===== config.mk =====
export PLATFORM = sky130hd
export DESIGN_NAME = fm_top
export DESIGN_NICKNAME = d
export VERILOG_FILES = /design/src/source/fm_pkg.sv /design/src/source/fm_top.sv /design/src/source/fm_timers.sv /design/src/source/fm_regs.sv /design/src/source/fm_timer.sv
export SDC_FILE = /design/constraint.sdc
export NUM_CORES = 1
export LEC_CHECK = 0
export ABC_CLOCK_PERIOD_IN_PS = 2430
export BUFFER_PORTS_ARGS = -buffer_cell sky130_fd_sc_hd__buf_2
export CAP_MARGIN = 20
export CORE_MARGIN = 4
export CORE_UTILIZATION = 25
export DETAILED_ROUTE_END_ITERATION = 12
export SLEW_MARGIN = 15
export SYNTH_ARGS = -nofsm -noshare
export SYNTH_HDL_FRONTEND = slang
export SYNTH_SLANG_ARGS = --single-unit

===== constraint.sdc =====
create_clock -name clk -period 2.43 [get_ports clk]
set_input_delay 0.486 -clock clk [delete_from_list [all_inputs] [get_ports clk]]
set_output_delay 0.486 -clock clk [all_outputs]
set_load 0.01 [all_outputs]

===== src/source/fm_pkg.sv =====
package fm_pkg;

	// Internal enable fires on every sixth cen cycle
	localparam int CEN_DIV = 6;

	// Operator slots per sample
	localparam int SAMPLE_DIV = 24;

	// Sample ticks per timer B count
	localparam int TIMER_B_DIV = 16;

	// Internal enables that busy stays high after a data write
	localparam int BUSY_TICKS = 32;

	// Counter widths
	localparam int TA_W     = 10;
	localparam int TB_W     = 8;
	localparam int CEN_W    = $clog2(CEN_DIV);
	localparam int SLOT_W   = $clog2(SAMPLE_DIV);
	localparam int TB_DIV_W = $clog2(TIMER_B_DIV);
	localparam int BUSY_W   = $clog2(BUSY_TICKS + 1);

	// Bank 0 register map
	localparam logic [7:0] REG_TEST      = 8'h21;
	localparam logic [7:0] REG_TA_HI     = 8'h24;
	localparam logic [7:0] REG_TA_LO     = 8'h25;
	localparam logic [7:0] REG_TB        = 8'h26;
	localparam logic [7:0] REG_TIMER_CTL = 8'h27;

	typedef struct packed {
		logic [TA_W-1:0] value_a;
		logic [TB_W-1:0] value_b;
		logic            load_a;
		logic            load_b;
		logic            irq_en_a;
		logic            irq_en_b;
		logic            clr_a;
		logic            clr_b;
		logic            fast;
	} timer_cfg_t;

	// Bit order as read back on the status byte
	typedef struct packed {
		logic busy;
		logic flag_b;
		logic flag_a;
	} status_t;

endpackage

===== src/source/fm_top.sv =====
`timescale 1ns/1ps

module fm_top
	import fm_pkg::*;
(
	input  logic       clk,
	input  logic       reset,
	input  logic       cen,
	input  logic       cs_n,
	input  logic       wr_n,
	input  logic [7:0] din,
	input  logic [1:0] addr,
	output logic [7:0] dout,
	output logic       irq_n
);

	logic       write;
	timer_cfg_t cfg;
	logic       sample_tick;
	logic       busy;

	// CPU write strobe
	assign write = ~cs_n & ~wr_n;

	fm_regs u_regs (
		.clk         ( clk         ),
		.reset       ( reset       ),
		.cen         ( cen         ),
		.din         ( din         ),
		.addr        ( addr        ),
		.write       ( write       ),
		.cfg         ( cfg         ),
		// Internal enable, only the sound pipelines would use it here
		.clk_en      (             ),
		.sample_tick ( sample_tick ),
		.busy        ( busy        )
	);

	fm_timers u_timers (
		.clk         ( clk         ),
		.reset       ( reset       ),
		.cfg         ( cfg         ),
		.sample_tick ( sample_tick ),
		.busy        ( busy        ),
		.dout        ( dout        ),
		.irq_n       ( irq_n       )
	);

endmodule


===== src/source/fm_timers.sv =====
`timescale 1ns/1ps

module fm_timers
	import fm_pkg::*;
(
	input  logic       clk,
	input  logic       reset,
	input  timer_cfg_t cfg,
	input  logic       sample_tick,
	input  logic       busy,
	output logic [7:0] dout,
	output logic       irq_n
);

	logic                tick_b;
	logic [TB_DIV_W-1:0] tb_div;
	logic                load_b_q;
	logic                load_b_rise;
	logic                flag_a;
	logic                flag_b;
	status_t             status;

	assign load_b_rise = cfg.load_b & ~load_b_q;

	// Timer B prescaler, realigned when timer B starts
	always_ff @(posedge clk) begin
		if (reset) begin
			load_b_q <= 1'b0;
			tb_div   <= '0;
		end else begin
			load_b_q <= cfg.load_b;
			if (load_b_rise) begin
				tb_div <= '0;
			end else if (sample_tick) begin
				tb_div <= (tb_div == TB_DIV_W'(TIMER_B_DIV - 1)) ? '0 : tb_div + 1'b1;
			end
		end
	end

	assign tick_b = sample_tick & (tb_div == TB_DIV_W'(TIMER_B_DIV - 1));

	fm_timer #(
		.WIDTH  ( TA_W         )
	) u_timer_a (
		.clk    ( clk          ),
		.reset  ( reset        ),
		.tick   ( sample_tick  ),
		.load   ( cfg.load_a   ),
		.irq_en ( cfg.irq_en_a ),
		.clr    ( cfg.clr_a    ),
		.value  ( cfg.value_a  ),
		.flag   ( flag_a       )
	);

	fm_timer #(
		.WIDTH  ( TB_W         )
	) u_timer_b (
		.clk    ( clk          ),
		.reset  ( reset        ),
		.tick   ( tick_b       ),
		.load   ( cfg.load_b   ),
		.irq_en ( cfg.irq_en_b ),
		.clr    ( cfg.clr_b    ),
		.value  ( cfg.value_b  ),
		.flag   ( flag_b       )
	);

	always_comb begin
		status.busy   = busy;
		status.flag_b = flag_b;
		status.flag_a = flag_a;
	end

	// Status byte, bits 6 to 2 read as zero
	assign dout = {status.busy, 5'd0, status.flag_b, status.flag_a};

	assign irq_n = ~(flag_a | flag_b);

endmodule


===== src/source/fm_regs.sv =====
`timescale 1ns/1ps

module fm_regs
	import fm_pkg::*;
(
	input  logic       clk,
	input  logic       reset,
	input  logic       cen,
	input  logic [7:0] din,
	input  logic [1:0] addr,
	input  logic       write,
	output timer_cfg_t cfg,
	output logic       clk_en,
	output logic       sample_tick,
	output logic       busy
);

	logic [7:0]        addr_latch;
	logic              bank;
	logic              addr_write;
	logic              data_write;
	logic              reg_write;
	logic [7:0]        ta_hi;
	logic [1:0]        ta_lo;
	logic [TB_W-1:0]   tb_val;
	logic              load_a;
	logic              load_b;
	logic              irq_en_a;
	logic              irq_en_b;
	logic              clr_a;
	logic              clr_b;
	logic              fast;
	logic [CEN_W-1:0]  cen_cnt;
	logic [SLOT_W-1:0] slot_cnt;
	logic              slot_step;
	logic [BUSY_W-1:0] busy_cnt;

	// addr[0] low selects the address latch, high the data port
	assign addr_write = write & ~addr[0];
	assign data_write = write & addr[0];
	// Bank 1 data is accepted but goes nowhere
	assign reg_write  = data_write & ~bank;

	always_ff @(posedge clk) begin
		if (reset) begin
			addr_latch <= '0;
			bank       <= 1'b0;
		end else if (addr_write) begin
			addr_latch <= din;
			bank       <= addr[1];
		end
	end

	// Timer reload values
	always_ff @(posedge clk) begin
		if (reg_write) begin
			case (addr_latch)
				REG_TA_HI: ta_hi  <= din;
				REG_TA_LO: ta_lo  <= din[1:0];
				REG_TB:    tb_val <= din;
				default: ;
			endcase
		end
	end

	always_ff @(posedge clk) begin
		if (reset) begin
			load_a   <= 1'b0;
			load_b   <= 1'b0;
			irq_en_a <= 1'b0;
			irq_en_b <= 1'b0;
			clr_a    <= 1'b0;
			clr_b    <= 1'b0;
			fast     <= 1'b0;
		end else begin
			// Clear strobes last a single cycle
			clr_a <= 1'b0;
			clr_b <= 1'b0;
			if (reg_write) begin
				case (addr_latch)
					REG_TIMER_CTL: begin
						load_a   <= din[0];
						load_b   <= din[1];
						irq_en_a <= din[2];
						irq_en_b <= din[3];
						clr_a    <= din[4];
						clr_b    <= din[5];
					end
					REG_TEST: fast <= din[2];
					default: ;
				endcase
			end
		end
	end

	// Divide cen by six
	always_ff @(posedge clk) begin
		if (reset) begin
			cen_cnt <= '0;
		end else if (cen) begin
			cen_cnt <= (cen_cnt == CEN_W'(CEN_DIV - 1)) ? '0 : cen_cnt + 1'b1;
		end
	end

	assign clk_en = cen & (cen_cnt == CEN_W'(CEN_DIV - 1));

	// Slot counter, runs on every clk in fast timer mode
	assign slot_step = fast | clk_en;

	always_ff @(posedge clk) begin
		if (reset) begin
			slot_cnt <= '0;
		end else if (slot_step) begin
			slot_cnt <= (slot_cnt == SLOT_W'(SAMPLE_DIV - 1)) ? '0 : slot_cnt + 1'b1;
		end
	end

	assign sample_tick = slot_step & (slot_cnt == SLOT_W'(SAMPLE_DIV - 1));

	// Busy restarts on every data write, any bank
	always_ff @(posedge clk) begin
		if (reset) begin
			busy     <= 1'b0;
			busy_cnt <= '0;
		end else if (data_write) begin
			busy     <= 1'b1;
			busy_cnt <= BUSY_W'(BUSY_TICKS);
		end else if (busy && clk_en) begin
			busy_cnt <= busy_cnt - 1'b1;
			if (busy_cnt == BUSY_W'(1)) begin
				busy <= 1'b0;
			end
		end
	end

	always_comb begin
		cfg.value_a  = {ta_hi, ta_lo};
		cfg.value_b  = tb_val;
		cfg.load_a   = load_a;
		cfg.load_b   = load_b;
		cfg.irq_en_a = irq_en_a;
		cfg.irq_en_b = irq_en_b;
		cfg.clr_a    = clr_a;
		cfg.clr_b    = clr_b;
		cfg.fast     = fast;
	end

endmodule


===== src/source/fm_timer.sv =====
`timescale 1ns/1ps

module fm_timer #(
	parameter int WIDTH = 10
) (
	input  logic             clk,
	input  logic             reset,
	input  logic             tick,
	input  logic             load,
	input  logic             irq_en,
	input  logic             clr,
	input  logic [WIDTH-1:0] value,
	output logic             flag
);

	logic [WIDTH-1:0] cnt;
	logic             load_q;
	logic             load_rise;
	logic             overflow;

	// Start of a run
	assign load_rise = load & ~load_q;

	// Counter at all ones and about to wrap
	assign overflow = load & tick & (&cnt);

	always_ff @(posedge clk) begin
		if (reset) begin
			load_q <= 1'b0;
		end else begin
			load_q <= load;
		end
	end

	// Reload has priority over counting
	always_ff @(posedge clk) begin
		if (reset) begin
			cnt <= '0;
		end else if (load_rise || overflow) begin
			cnt <= value;
		end else if (load && tick) begin
			cnt <= cnt + 1'b1;
		end
	end

	// Flag holds until cleared, clear wins a tie
	always_ff @(posedge clk) begin
		if (reset) begin
			flag <= 1'b0;
		end else if (clr) begin
			flag <= 1'b0;
		end else if (overflow && irq_en) begin
			flag <= 1'b1;
		end
	end

endmodule


Yosys cells after proc, flatten, opt, wreduce, memory -nomap -nowiden
Cells that the tools add are included.
{ "totals": {"reg_bits": 75, "output_inout_bits": 9, "wordCells": 99} }
{ "classes": {"add_sub_neg": 6, "eq_ne": 9, "mux": 12, "n_bitwise": 24, "n_reduce_logical": 24} }
{ "ops": {"columns": ["operator", "n"], "rows": [
  ["8-bit by 6-bit == test with 1-bit output, second input constant", 5],
  ["10-bit two-way mux", 2],
  ["8-bit two-way mux", 2],
  ["1-bit bitwise AND", 13],
  ["6-bit two-way mux", 2],
  ["2-bit AND reduction", 6],
  ["10-bit by 1-bit adder with 10-bit output, second input constant", 1],
  ["10-bit AND reduction", 1],
  ["1-bit NOT", 9],
  ["8-bit by 1-bit adder with 8-bit output, second input constant", 1],
  ["8-bit AND reduction", 1],
  ["2-bit nonzero test", 4],
  ["2-bit OR reduction", 4],
  ["6-bit by 1-bit == test with 1-bit output, second input constant", 1],
  ["6-bit by 1-bit subtractor with 6-bit output, second input constant", 1],
  ["5-bit by 1-bit adder with 5-bit output, second input constant", 1],
  ["5-bit == test, second input constant", 1],
  ["1-bit logical AND", 5],
  ["5-bit two-way mux", 1],
  ["4-bit by 1-bit adder with 4-bit output, second input constant", 1],
  ["4-bit == test, second input constant", 1],
  ["4-bit two-way mux", 1],
  ["3-bit by 1-bit adder with 3-bit output, second input constant", 1],
  ["3-bit == test, second input constant", 1],
  ["5 further kinds", 9]
]} }

Logic depth before layout (Yosys ltp)
Gate-level depths: netlist of the first run.
{ "depth": {"ltp_word": 9, "ltp_mapped": 7, "ltp_nobuf": 6} }

By module
Synthesis of the first run repeated with hierarchy kept, for this count alone.
{ "unflattened": {"hier_cells": 378, "hier_area_um2": 3601.0} }
{ "by_module_without_submodules": {"columns": ["mod", "n_inst", "cells_per_inst", "area_each_um2", "seq_area_each_um2"], "rows": [
  ["fm_regs", 1, 188, 2008.2, 1161.1],
  ["fm_timer (u_timers.u_timer_a)", 1, 75, 671.9, 240.2],
  ["fm_timer (u_timers.u_timer_b)", 1, 78, 626.9, 200.2],
  ["fm_timers", 1, 36, 290.3, 100.1],
  ["fm_top", 1, 1, 3.8, 0.0]
]} }

Least setup slack after synthesis of the first run
No wires, ideal clock.
{ "synth_path": {"path_kind": "input to register", "start": "in wr_n", "end": "reg u_regs.tb_val[0] (enable)", "setup_time_ns": 0.370, "t_arrival_ns": 1.389, "required_ns": 2.060, "slack_ns": 0.670, "cell_stages": 3, "path_cell_list": "nor3b_2 nand4_1 nor2_1"} }
{ "synth_between": {"elab_chain_len": 5} }
{ "synth_rtl": {"columns": ["item", "line", "text"], "rows": [
  ["from (decl)", "fm_top.sv:10", "input logic wr_n,"],
  ["1-bit NOT", "fm_top.sv:23", "assign write = ~cs_n & ~wr_n;"],
  ["1-bit bitwise AND", "fm_top.sv:23", null],
  ["1-bit bitwise AND", "fm_regs.sv:40", "assign data_write = write & addr[0];"],
  ["1-bit bitwise AND", "fm_regs.sv:42", "assign reg_write = data_write & ~bank;"],
  ["2-bit AND reduction (no line)", null, null],
  ["to (signal assigned)", "fm_regs.sv:60", "REG_TB: tb_val <= din;"],
  ["to (decl)", "fm_regs.sv:25", "logic [TB_W-1:0] tb_val;"]
]} }
Every way passes these cells.
A chain may end at the register's enable or synchronous reset.

Final worst setup path of the first run
{ "layout_path": {"start": "reg u_regs.slot_cnt[0]", "end": "reg u_timers.u_timer_b.cnt[1]"} }
{ "layout_between": {"elab_chain_len": 7, "elab_cells_between_ends": 9, "cone_classes": "eq/ne: 1; mux: 1; bitwise: 4; reduce/logical: 3"} }
{ "layout_rtl": {"columns": ["item", "line", "text"], "rows": [
  ["from (decl)", "fm_regs.sv:34", "logic [SLOT_W-1:0] slot_cnt;"],
  ["from (signal assigned)", "fm_regs.sv:114", "slot_cnt <= (slot_cnt == SLOT_W'(SAMPLE_DIV - 1)) ? '0 : slot_cnt + 1'b1;"],
  ["5-bit == test *", "fm_regs.sv:118", "assign sample_tick = slot_step & (slot_cnt == SLOT_W'(SAMPLE_DIV - 1));"],
  ["1-bit bitwise AND *", "fm_regs.sv:118", null],
  ["1-bit bitwise AND *", "fm_timers.sv:40", "assign tick_b = sample_tick & (tb_div == TB_DIV_W'(TIMER_B_DIV - 1));"],
  ["1-bit bitwise AND (2 in series)", "fm_timer.sv:25", "assign overflow = load & tick & (&cnt);"],
  ["1-bit logical OR", "fm_timer.sv:39", "end else if (load_rise || overflow) begin"],
  ["8-bit two-way mux or 2-bit nonzero test (tied branches)", null, null],
  ["to (signal assigned)", "fm_timer.sv:40", "cnt <= value;"],
  ["to (signal assigned)", "fm_timer.sv:42", "cnt <= cnt + 1'b1;"],
  ["to (decl)", "fm_timer.sv:16", "logic [WIDTH-1:0] cnt;"]
]} }
Mark *: on every way between the ends. The rest lies on a longest branch, timed or not.

==> out/qor.txt, run 1 <==
synth cell count leaders = 57 x dfxtp_1, 47 x nand2_1, 38 x nor2_1
period utilization = 0.786
CTS tree = built
DIE AREA = 15800 sq um
critical path required time = 2.62 ns
post-route met1 wirelength = 3.73 mm
Hold Path Depth = 1
Vias = 2831
hold buffers post-CTS = 0
synthesized area = 3470 sq um
DRC Markers = 0
Max VDD drop = 0.000533 V
CTS sink cnt = 75
Initial Util = 0.259
Worst setup EP type = register
first-pass GRT wire length = 13.0 mm
post-CTS setup buffer count = 0
leak pwr = 0.00142 uW
post-DP HPWL = 5.56 mm
Post-synth EDFFs = 18
Die Y = 126 um
Ys Warns = 0
CP startpoint kind = register
FFs w/ async S/R, synth = 0
# port buffers = 18
Post-CTS Resized = 0
most frequent cell after synthesis = dfxtp_1
Rows = 42
die width = 126 um
Max Used Layer = met4
hold violation count in the final report = 0
GRT Overall Usage = 0.100
Worst Setup Path Type = register to register
Avg Synthesized Cell Area = 9.26 sq um
largest net degree at the start of global routing = 36
P&R area growth vs syn = 16.5%
root buffer cell = clkbuf_16
Finish-stage setup viols = 0
I/O pin cnt = 24
total CTS buffers = 9
Seq/Total Area, Yosys = 0.484
clk slew on worst S/H paths = 0.06 ns
Final Util = 0.302
First-pass DRT Iterations = 6
clk buf depth = 2
initial antenna violation count = 0
Core ar. = 13400 sq um
Slew @ Worst Pin = 0.831 ns
Min-Delay Path Class = register to register
met3 wire len = 407 um
relative slew slack = 0.441
Final Slew Violations = 0
FF+latch count, synth = 75
htree depth = 3
fin nets = 413
vias per cell = 4.94
clk_lat worst skew = 0.32 ns
Yosys top cell area share = 0.329
Top FF cell, synth = dfxtp_1
top achievable clock speed = 523 MHz
Cells after Synth = 375
max-cap viol count = 0
vias in the first global route = 2693
critical path peak fanout = 10
DRT iter0 DRCs = 121
worst r2r path cells = 6
fillers = 1399
RSZ-0062 raised after global routing = no
Netlist cell types = 58
setup TNS = 0 ns
Pwr Density = 686 nW/um^2
metal2 WL = 3.53 mm
routed len/inst = 13.8 um
ANT cells = 0
synth top area cells = dfxtp_1 33%, edfxtp_1 16%, nand2_1 5.1%
Post-Route WL = 7.88 mm
Synth area leader = dfxtp_1
worst hold margin = 0.385 ns
status = complete, no violations
routability cong. = 0.895
Period minus WS final = 1.91 ns
arrival time at the worst endpoint = 2.10 ns
Routed Antenna Nets = 0
grt ovf = 0
layout cell share with drive strength beyond 1 = 0.121
clock skew = 0.00497 ns
## flip-flops by register name, summed over array words and instances, names as in the netlist, 2 cells and up
register and cells:
u_regs.ta_hi 8, u_regs.busy_cnt 6, u_regs.ta_lo 2, u_timers.u_timer_a.cnt 10
u_regs.cen_cnt 3, u_regs.addr_latch 8, u_timers.tb_div 4, u_regs.tb_val 8
u_timers.u_timer_b.cnt 8, u_regs.slot_cnt 5
## path summary, 6_finish.rpt
check	from	endpoint	slack (ns)
worst max-delay path	u_regs.slot_cnt[0]	u_timers.u_timer_b.cnt[1]	0.52
worst min-delay path	u_regs.clr_a	u_timers.u_timer_a.flag	0.38
worst max register to register	u_regs.slot_cnt[0]	u_timers.u_timer_b.cnt[1]	0.52
worst min register to register	u_regs.clr_a	u_timers.u_timer_a.flag	0.38
## per-layer routing
metal / vias to the layer above / track usage
li1: 1390 / -
met4: 0 / 0.0448
met1: 1325 / 0.133
met5: - / 0
met3: 21 / 0.0246
met2: 95 / 0.154
## cells in the final DEF, fill, tap and decap left out, types with 2 or more instances in the layout
cell,n
clkbuf_1,3
nand4b_1,3
o21ai_4,2
o211ai_2,2
nor4b_1,3
and2_1,4
a31oi_1,8
nor2b_1,4
buf_2,18
mux2i_1,9
conb_1,5
a211o_1,3
a221oi_1,2
nand2b_1,3
dfxtp_1,57
or3_1,5
nand4_1,7
nor3b_1,3
o21ai_1,2
buf_4,5
nor3_1,13
ha_1,6
inv_1,7
clkbuf_16,9
a21oi_1,27
o21ai_0,15
a32oi_1,4
xor2_1,5
nand2_1,47
edfxtp_1,18
nand3_1,15
a211oi_1,7
xnor2_1,5
and4_1,5
bufinv_16,2
nor2_1,38
## area by class of cell
class / count / area, sq um / area share
Clock inverter: 4 / 75.1 / 0.0186
Timing Repair Buffer: 24 / 148 / 0.0365
Sequential cell: 75 / 1680 / 0.416
Inverter: 8 / 30.0 / 0.00742
Multi-Input combinational cell: 274 / 1660 / 0.409
Tap cell: 176 / 220 / 0.0544
Clock buffer: 12 / 236 / 0.0584
## critical path, stage by stage (launching register included)
cell	delay [ns]
dfxtp_1	0.37
ha_1	0.24
and4b_2	0.38
o211ai_2	0.23
or3_1	0.39
o21ai_1	0.08
a211oi_1	0.08
## kinds of logic (layout without fill, tap and decap cells)
group,Yosys count,count (layout),synth area share
AND/OR/NAND/NOR,160,160,0.235
AO/OA/AOI/OAI,84,84,0.164
flip-flops,75,75,0.484
buffers and inverters,30,48,0.0432
XOR/XNOR,10,10,0.0252
multiplexers,9,9,0.0259
adder cells (fa/ha/maj),6,6,0.0216
other,1,5,0.00108
## metrics by stage
stage	power, uW	setup slack [ns]	area, sq um	instances
floorplan	1380	0.670	3490	379
detailed placement	1410	0.369	3730	557
finish	2780	0.520	4050	573
CTS	2800	0.518	4050	573
global placement	1400	0.404	3730	557
global route	2880	0.327	4050	573
## power by group
part / switching (uW) / internal, uW
Combinational: 50.8 / 30.1
Sequential: 10.4 / 1290
Clock: 496 / 903
Note: power is estimated with default switching activity, not from simulation.
==> run 2: changes to the inputs <==
ABC_CLOCK_PERIOD_IN_PS = 1700   (was 2430)
clock period = 1.7 ns   (was 2.43 ns; I/O delays follow)
==> run 2 against run 1 <==
Compared with the run above:
- sequential share of layout area down 4.1 points
- combinational power up 48%
- critical path depth shrank 1
- register-to-register slack worse by 0.48 ns
- utilization increased by 3.4 points
- worst hold slack lost 0.16 ns
- count of clock-buffer cells in the layout fell by 2
==> out/qor.txt, run 2 (synthesis gave the netlist of run 1 again) <==
Min-Delay Path Class = primary input to register (was register to register)
most common cell after layout, fill and taps aside = dfxtp_1 (unchanged)
period utilization = 0.977 (was 0.786)
layout cell share with drive strength beyond 1 = 0.253 (was 0.121)
Worst setup EP type = register (unchanged)
die width = 126 um (unchanged)
Inst Count DP = 597 (was 557)
clk buf depth = 2 (unchanged)
Vias = 2960 (was 2831)
max-cap viol count = 0 (unchanged)
DRC Markers = 0 (unchanged)
total CTS buffers = 9 (unchanged)
root buffer cell = clkbuf_16 (unchanged)
Pwr Density = 927 nW/um^2 (was 686 nW/um^2)
CP startpoint kind = register (unchanged)
RSZ-0062 raised after global routing = yes (was no)
critical path required time = 1.95 ns (was 2.62 ns)
commonest non-fill, non-tap cells in the layout = 54 x dfxtp_1, 46 x nand2_1, 46 x buf_4, 37 x nor2_1, 27 x a21oi_1 (was 57 x dfxtp_1, 47 x nand2_1, 38 x nor2_1, 27 x a21oi_1)
Biggest register = u_timers.u_timer_a.cnt (unchanged)
Final Slew Violations = 0 (unchanged)
largest net degree at the start of global routing = 23 (was 36)
status = complete, no violations (unchanged)
critical-path cell list = ha_1 > nand4_1 > buf_4 > a41o_1 > nor3_1 (was ha_1 > and4b_2 > o211ai_2 > or3_1 > o21ai_1 > a211oi_1)
I/O pin cnt = 24 (unchanged)
ANT cells = 0 (unchanged)
Crit-path slowest cell = dfxtp_1 (was or3_1)
grt ovf = 0 (unchanged)
max incr delay on CP = 0.42 ns (was 0.39 ns)
hold buffers post-CTS = 0 (unchanged)
hold violation count in the final report = 0 (unchanged)
vias per cell = 4.81 (was 4.94)
Non-Filler Instances = 615 (was 573)
clk_lat worst skew = 0.33 ns (was 0.32 ns)
Core ar. = 13400 sq um (unchanged)
vias in the first global route = 2901 (was 2693)
routability cong. = 0.902 (was 0.895)
routed len/inst = 13.9 um (was 13.8 um)
fillers = 1367 (was 1399)
# port buffers = 18 (unchanged)
Worst Setup Path Type = register to register (unchanged)
initial antenna violation count = 0 (unchanged)
Finish-stage setup viols = 0 (unchanged)
leak pwr = 0.00165 uW (was 0.00142 uW)
Initial Util = 0.259 (unchanged)
fin nets = 455 (was 413)
worst hold margin = 0.227 ns (was 0.385 ns)
post-DP HPWL = 6.33 mm (was 5.56 mm)
GRT Overall Usage = 0.107 (was 0.100)
max reg flops = 10 (unchanged)
setup TNS = 0 ns (unchanged)
critical path peak fanout = 6 (was 10)
Routed Antenna Nets = 0 (unchanged)
DIE AREA = 15800 sq um (unchanged)
Die Y = 126 um (unchanged)
clock skew = 0.0103 ns (was 0.00497 ns)
arrival time at the worst endpoint = 1.91 ns (was 2.10 ns)
Rows = 42 (unchanged)
htree depth = 3 (unchanged)
clk slew on worst S/H paths = 0.06 ns (about the same)
P&R area growth vs syn = 29.5% (was 16.5%)
top achievable clock speed = 602 MHz (was 523 MHz)
Max VDD drop = 0.000545 V (was 0.000533 V)
CTS tree = built (unchanged)
First-pass DRT Iterations = 4 (was 6)
DRT iter0 DRCs = 163 (was 121)
Period minus WS final = 1.66 ns (was 1.91 ns)
Post-Route WL = 8.53 mm (was 7.88 mm)
first-pass GRT wire length = 14.0 mm (was 13.0 mm)
CTS sink cnt = 75 (unchanged)
run 2: cell types whose count changed in the layout (fill, tap and decap cells not counted), sizes merged:
cell    previous run  this run
bufinv             2         3
clkinv             1         2
clkbuf            12        10
buf               24        66
run 2: worst paths after layout:
kind / startpoint / end / slack, ns / depth (start not counted)
worst min-delay path: din[6] / u_regs.tb_val[6] / 0.23 / 1
worst max-delay path: u_timers.u_timer_b.cnt[0] / u_timers.u_timer_b.cnt[5] / 0.04 / 5
worst min register to register: u_regs.clr_a / u_timers.u_timer_a.flag / 0.39 / 1
worst max register to register: u_timers.u_timer_b.cnt[0] / u_timers.u_timer_b.cnt[5] / 0.04 / 5
run 2: routing by layer:
layer / wire length (um) / GRT usage
met5: 0 / 0
met3: 546 / 0.0339
met1: 3870 / 0.138
met2: 3960 / 0.171
met4: 147 / 0.0360
run 2: stage by stage:
step | instance area (sq um) | setup WS, ns | util | total power, uW
5_1_grt | 4500 | -0.0676 | 0.335 | 4310
3_5_place_dp | 4020 | -0.0539 | 0.300 | 2010
6_report | 4500 | 0.0389 | 0.335 | 4170
3_3_place_gp | 4020 | -0.0541 | 0.300 | 2010
2_1_floorplan | 3490 | 0.0233 | - | 1970
4_1_cts | 4390 | 0.00242 | 0.328 | 4210
run 2: cell type report:
cell class | instances | area (sq um) | share of cell area
well taps | 176 | 220 | 0.0490
flip-flops and latches | 75 | 1690 | 0.375
repair buffers | 66 | 458 | 0.102
clock buffers | 10 | 229 | 0.0509
clock inverters | 6 | 113 | 0.0250
inverters | 8 | 30.0 | 0.00668
multi-input cells | 274 | 1760 | 0.392
run 2: worst max-delay path, delay by kind of cell, from the launching register on:
family | cells | cell delay, ns
AOI/OAI and AO/OA | 1 | 0.20
adders and majority gates | 1 | 0.31
buffers and inverters | 1 | 0.24
DFF | 1 | 0.42
and+or+nand+nor | 2 | 0.41
run 2: timing repair:
item	in CTS	in global routing
gates resized for setup	8	23
pin swaps	1	12
setup buffers	0	2
setup endpoints to repair	6	38
run 2: where the power goes:
group | leakage, uW | total, uW | internal [uW] | switching (uW)
Clock | 0.000167 | 2190 | 1440 | 752
Sequential | 0.000624 | 1860 | 1840 | 15.1
Combinational | 0.000863 | 120 | 47.3 | 73.1
==> run 3: changes to the inputs <==
CORE_UTILIZATION = 54   (was 25)
PLACE_DENSITY = 0.75   (was unset)
==> run 3 against run 2 <==
Compared with the run above:
- flip-flop and latch count unchanged
- sequential power hardly changed
- first-iteration DRC count increased by 77%
- sequential share of layout area increased by 2.1 points
- via count grew 3.5%
- clock power fell by 29%
- critical path depth rose by 1
- utilization is 36 points higher
- largest power group is now sequential cells
- highest routed layer unchanged
==> out/qor.txt, run 3 (synthesis gave the netlist of run 1 again) <==
clk slew on worst S/H paths = 0.08 ns (was 0.06 ns)
post-route cell area = 4260 sq um (was 4500 sq um)
routed len/inst = 16.7 um (was 13.9 um)
max-cap viol count = 0 (unchanged)
Net Sw Power = 808 uW (was 840 uW)
worst hold margin = 0.195 ns (was 0.227 ns)
critical path required time = 1.95 ns (about the same)
post-DP HPWL = 5.96 mm (was 6.33 mm)
Finish-stage setup viols = 0 (unchanged)
CP startpoint kind = register (unchanged)
DP Area = 3860 sq um (was 4020 sq um)
DRT iter0 DRCs = 289 (was 163)
Initial Util = 0.570 (was 0.259)
Core ar. = 6100 sq um (was 13400 sq um)
layout cell share with drive strength beyond 1 = 0.259 (was 0.253)
Sw Share = 0.229 (was 0.202)
Min-Delay Path Class = primary input to register (unchanged)
arrival time at the worst endpoint = 1.95 ns (was 1.91 ns)
vias per cell = 5.99 (was 4.81)
clk_lat worst skew = 0.36 ns (was 0.33 ns)
Die Y = 88.2 um (was 126 um)
Final Slew Violations = 0 (unchanged)
commonest non-fill, non-tap cells in the layout = 52 x dfxtp_1, 45 x nand2_1, 42 x buf_4, 36 x nor2_1, 27 x a21oi_1 (was 54 x dfxtp_1, 46 x nand2_1, 46 x buf_4, 37 x nor2_1, 27 x a21oi_1)
hold buffers post-CTS = 0 (unchanged)
clock share of power = 0.440 (was 0.526)
clk buf depth = 2 (unchanged)
I/O pin cnt = 24 (unchanged)
fin nets = 453 (was 455)
total CTS buffers = 9 (unchanged)
root buffer cell = clkbuf_8 (was clkbuf_16)
dpl ws = -0.0595 ns (was -0.0539 ns)
largest net degree at the start of global routing = 17 (was 23)
DIE AREA = 7780 sq um (was 15800 sq um)
Final Util = 0.699 (was 0.335)
Vias = 3065 (was 2960)
DRC Markers = 0 (unchanged)
clock skew = 0.00791 ns (was 0.0103 ns)
hold violation count in the final report = 0 (unchanged)
Max VDD drop = 0.000741 V (was 0.000545 V)
critical path peak fanout = 5 (was 6)
Rows = 28 (was 42)
Biggest register = u_timers.u_timer_a.cnt (unchanged)
GRT Overall Usage = 0.221 (was 0.107)
Post-Route WL = 8.54 mm (was 8.53 mm)
most common cell after layout, fill and taps aside = dfxtp_1 (unchanged)
P&R area growth vs syn = 22.7% (was 29.5%)
htree depth = 3 (unchanged)
First-pass DRT Iterations = 5 (was 4)
Worst setup EP type = register (unchanged)
grt ovf = 0 (unchanged)
period utilization = 1.00 (was 0.977)
initial antenna violation count = 0 (unchanged)
leak pwr = 0.00161 uW (was 0.00165 uW)
top achievable clock speed = 588 MHz (was 602 MHz)
vias in the first global route = 2852 (was 2901)
Worst Setup Path Type = register to register (unchanged)
ANT cells = 0 (unchanged)
status = complete, no violations (unchanged)
RSZ-0062 raised after global routing = yes (unchanged)
die width = 88.2 um (was 126 um)
setup ws final = 0.000487 ns (was 0.0389 ns)
setup TNS = 0 ns (unchanged)
# port buffers = 18 (unchanged)
routability cong. = 0.860 (was 0.902)
CTS tree = built (unchanged)
Pwr Density = 830 nW/um^2 (was 927 nW/um^2)
first-pass GRT wire length = 13.2 mm (was 14.0 mm)
Gate power share = 0.036 (was 0.029)
Routed Antenna Nets = 0 (unchanged)
Period minus WS final = 1.70 ns (was 1.66 ns)
max reg flops = 10 (unchanged)
sequential power share = 0.525 (was 0.445)
Int Pwr = 2730 uW (was 3330 uW)
CTS sink cnt = 75 (unchanged)
fillers = 448 (was 1367)
-- run 3: final timing paths --
| check | start | to | slack [ns] | cells past startpoint |
|---|---|---|---|---|
| min reg2reg | u_regs.clr_a | u_timers.u_timer_a.flag | 0.39 | 1 |
| max | u_regs.cen_cnt[1] | u_timers.u_timer_a.cnt[5] | 0.0005 | 6 |
| min | din[6] | u_regs.tb_val[6] | 0.19 | 1 |
| max reg2reg | u_regs.cen_cnt[1] | u_timers.u_timer_a.cnt[5] | 0.0005 | 6 |
-- run 3: power groups by stage --
stage	sequential, uW	clock, uW	combinational [uW]
after floorplan	1890	0	76.0
after global placement	1890	0	120
after detailed placement	1890	0	124
after CTS	1850	1560	125
after global routing	1860	1620	141
final	1850	1550	127
-- run 3: layout make-up --
type	instances	area [sq um]	share of cell area
Clock buffer	9	124	0.0291
Tap cell	75	93.8	0.0220
Clock inverter	7	100	0.0235
Timing Repair Buffer	64	450	0.106
Sequential cell	75	1690	0.396
Multi-Input combinational cell	274	1770	0.416
Inverter	8	30.0	0.00705
-- run 3: per-layer routing --
layer / track usage / share of wire / vias up
met1: 0.282 / 0.42 / 1450
met3: 0.0301 / 0.057 / 18
met4: 0.109 / 0.023 / 0
met5: 0 / 0 / -
li1: - / - / 1473
met2: 0.368 / 0.50 / 124
-- run 3: metrics by stage --
stage / cells / power, uW
floorplan: 379 / 1970
global placement: 491 / 2010
detailed placement: 491 / 2020
CTS: 507 / 3540
global route: 512 / 3620
finish: 512 / 3540
-- run 3: timing repair --
action	4_1_cts	5_1_grt
gates resized for setup	6	28
setup buffers	0	5
endpoints found under the setup margin	15	22
pin swaps	1	10
-- run 3: worst max-delay path, stage by stage (launching register included) --
cell     delay, ns
dfxtp_2       0.36
and4b_2       0.26
buf_4         0.17
o21ai_4       0.17
o21ai_4       0.11
and3_1        0.16
or3_1         0.35
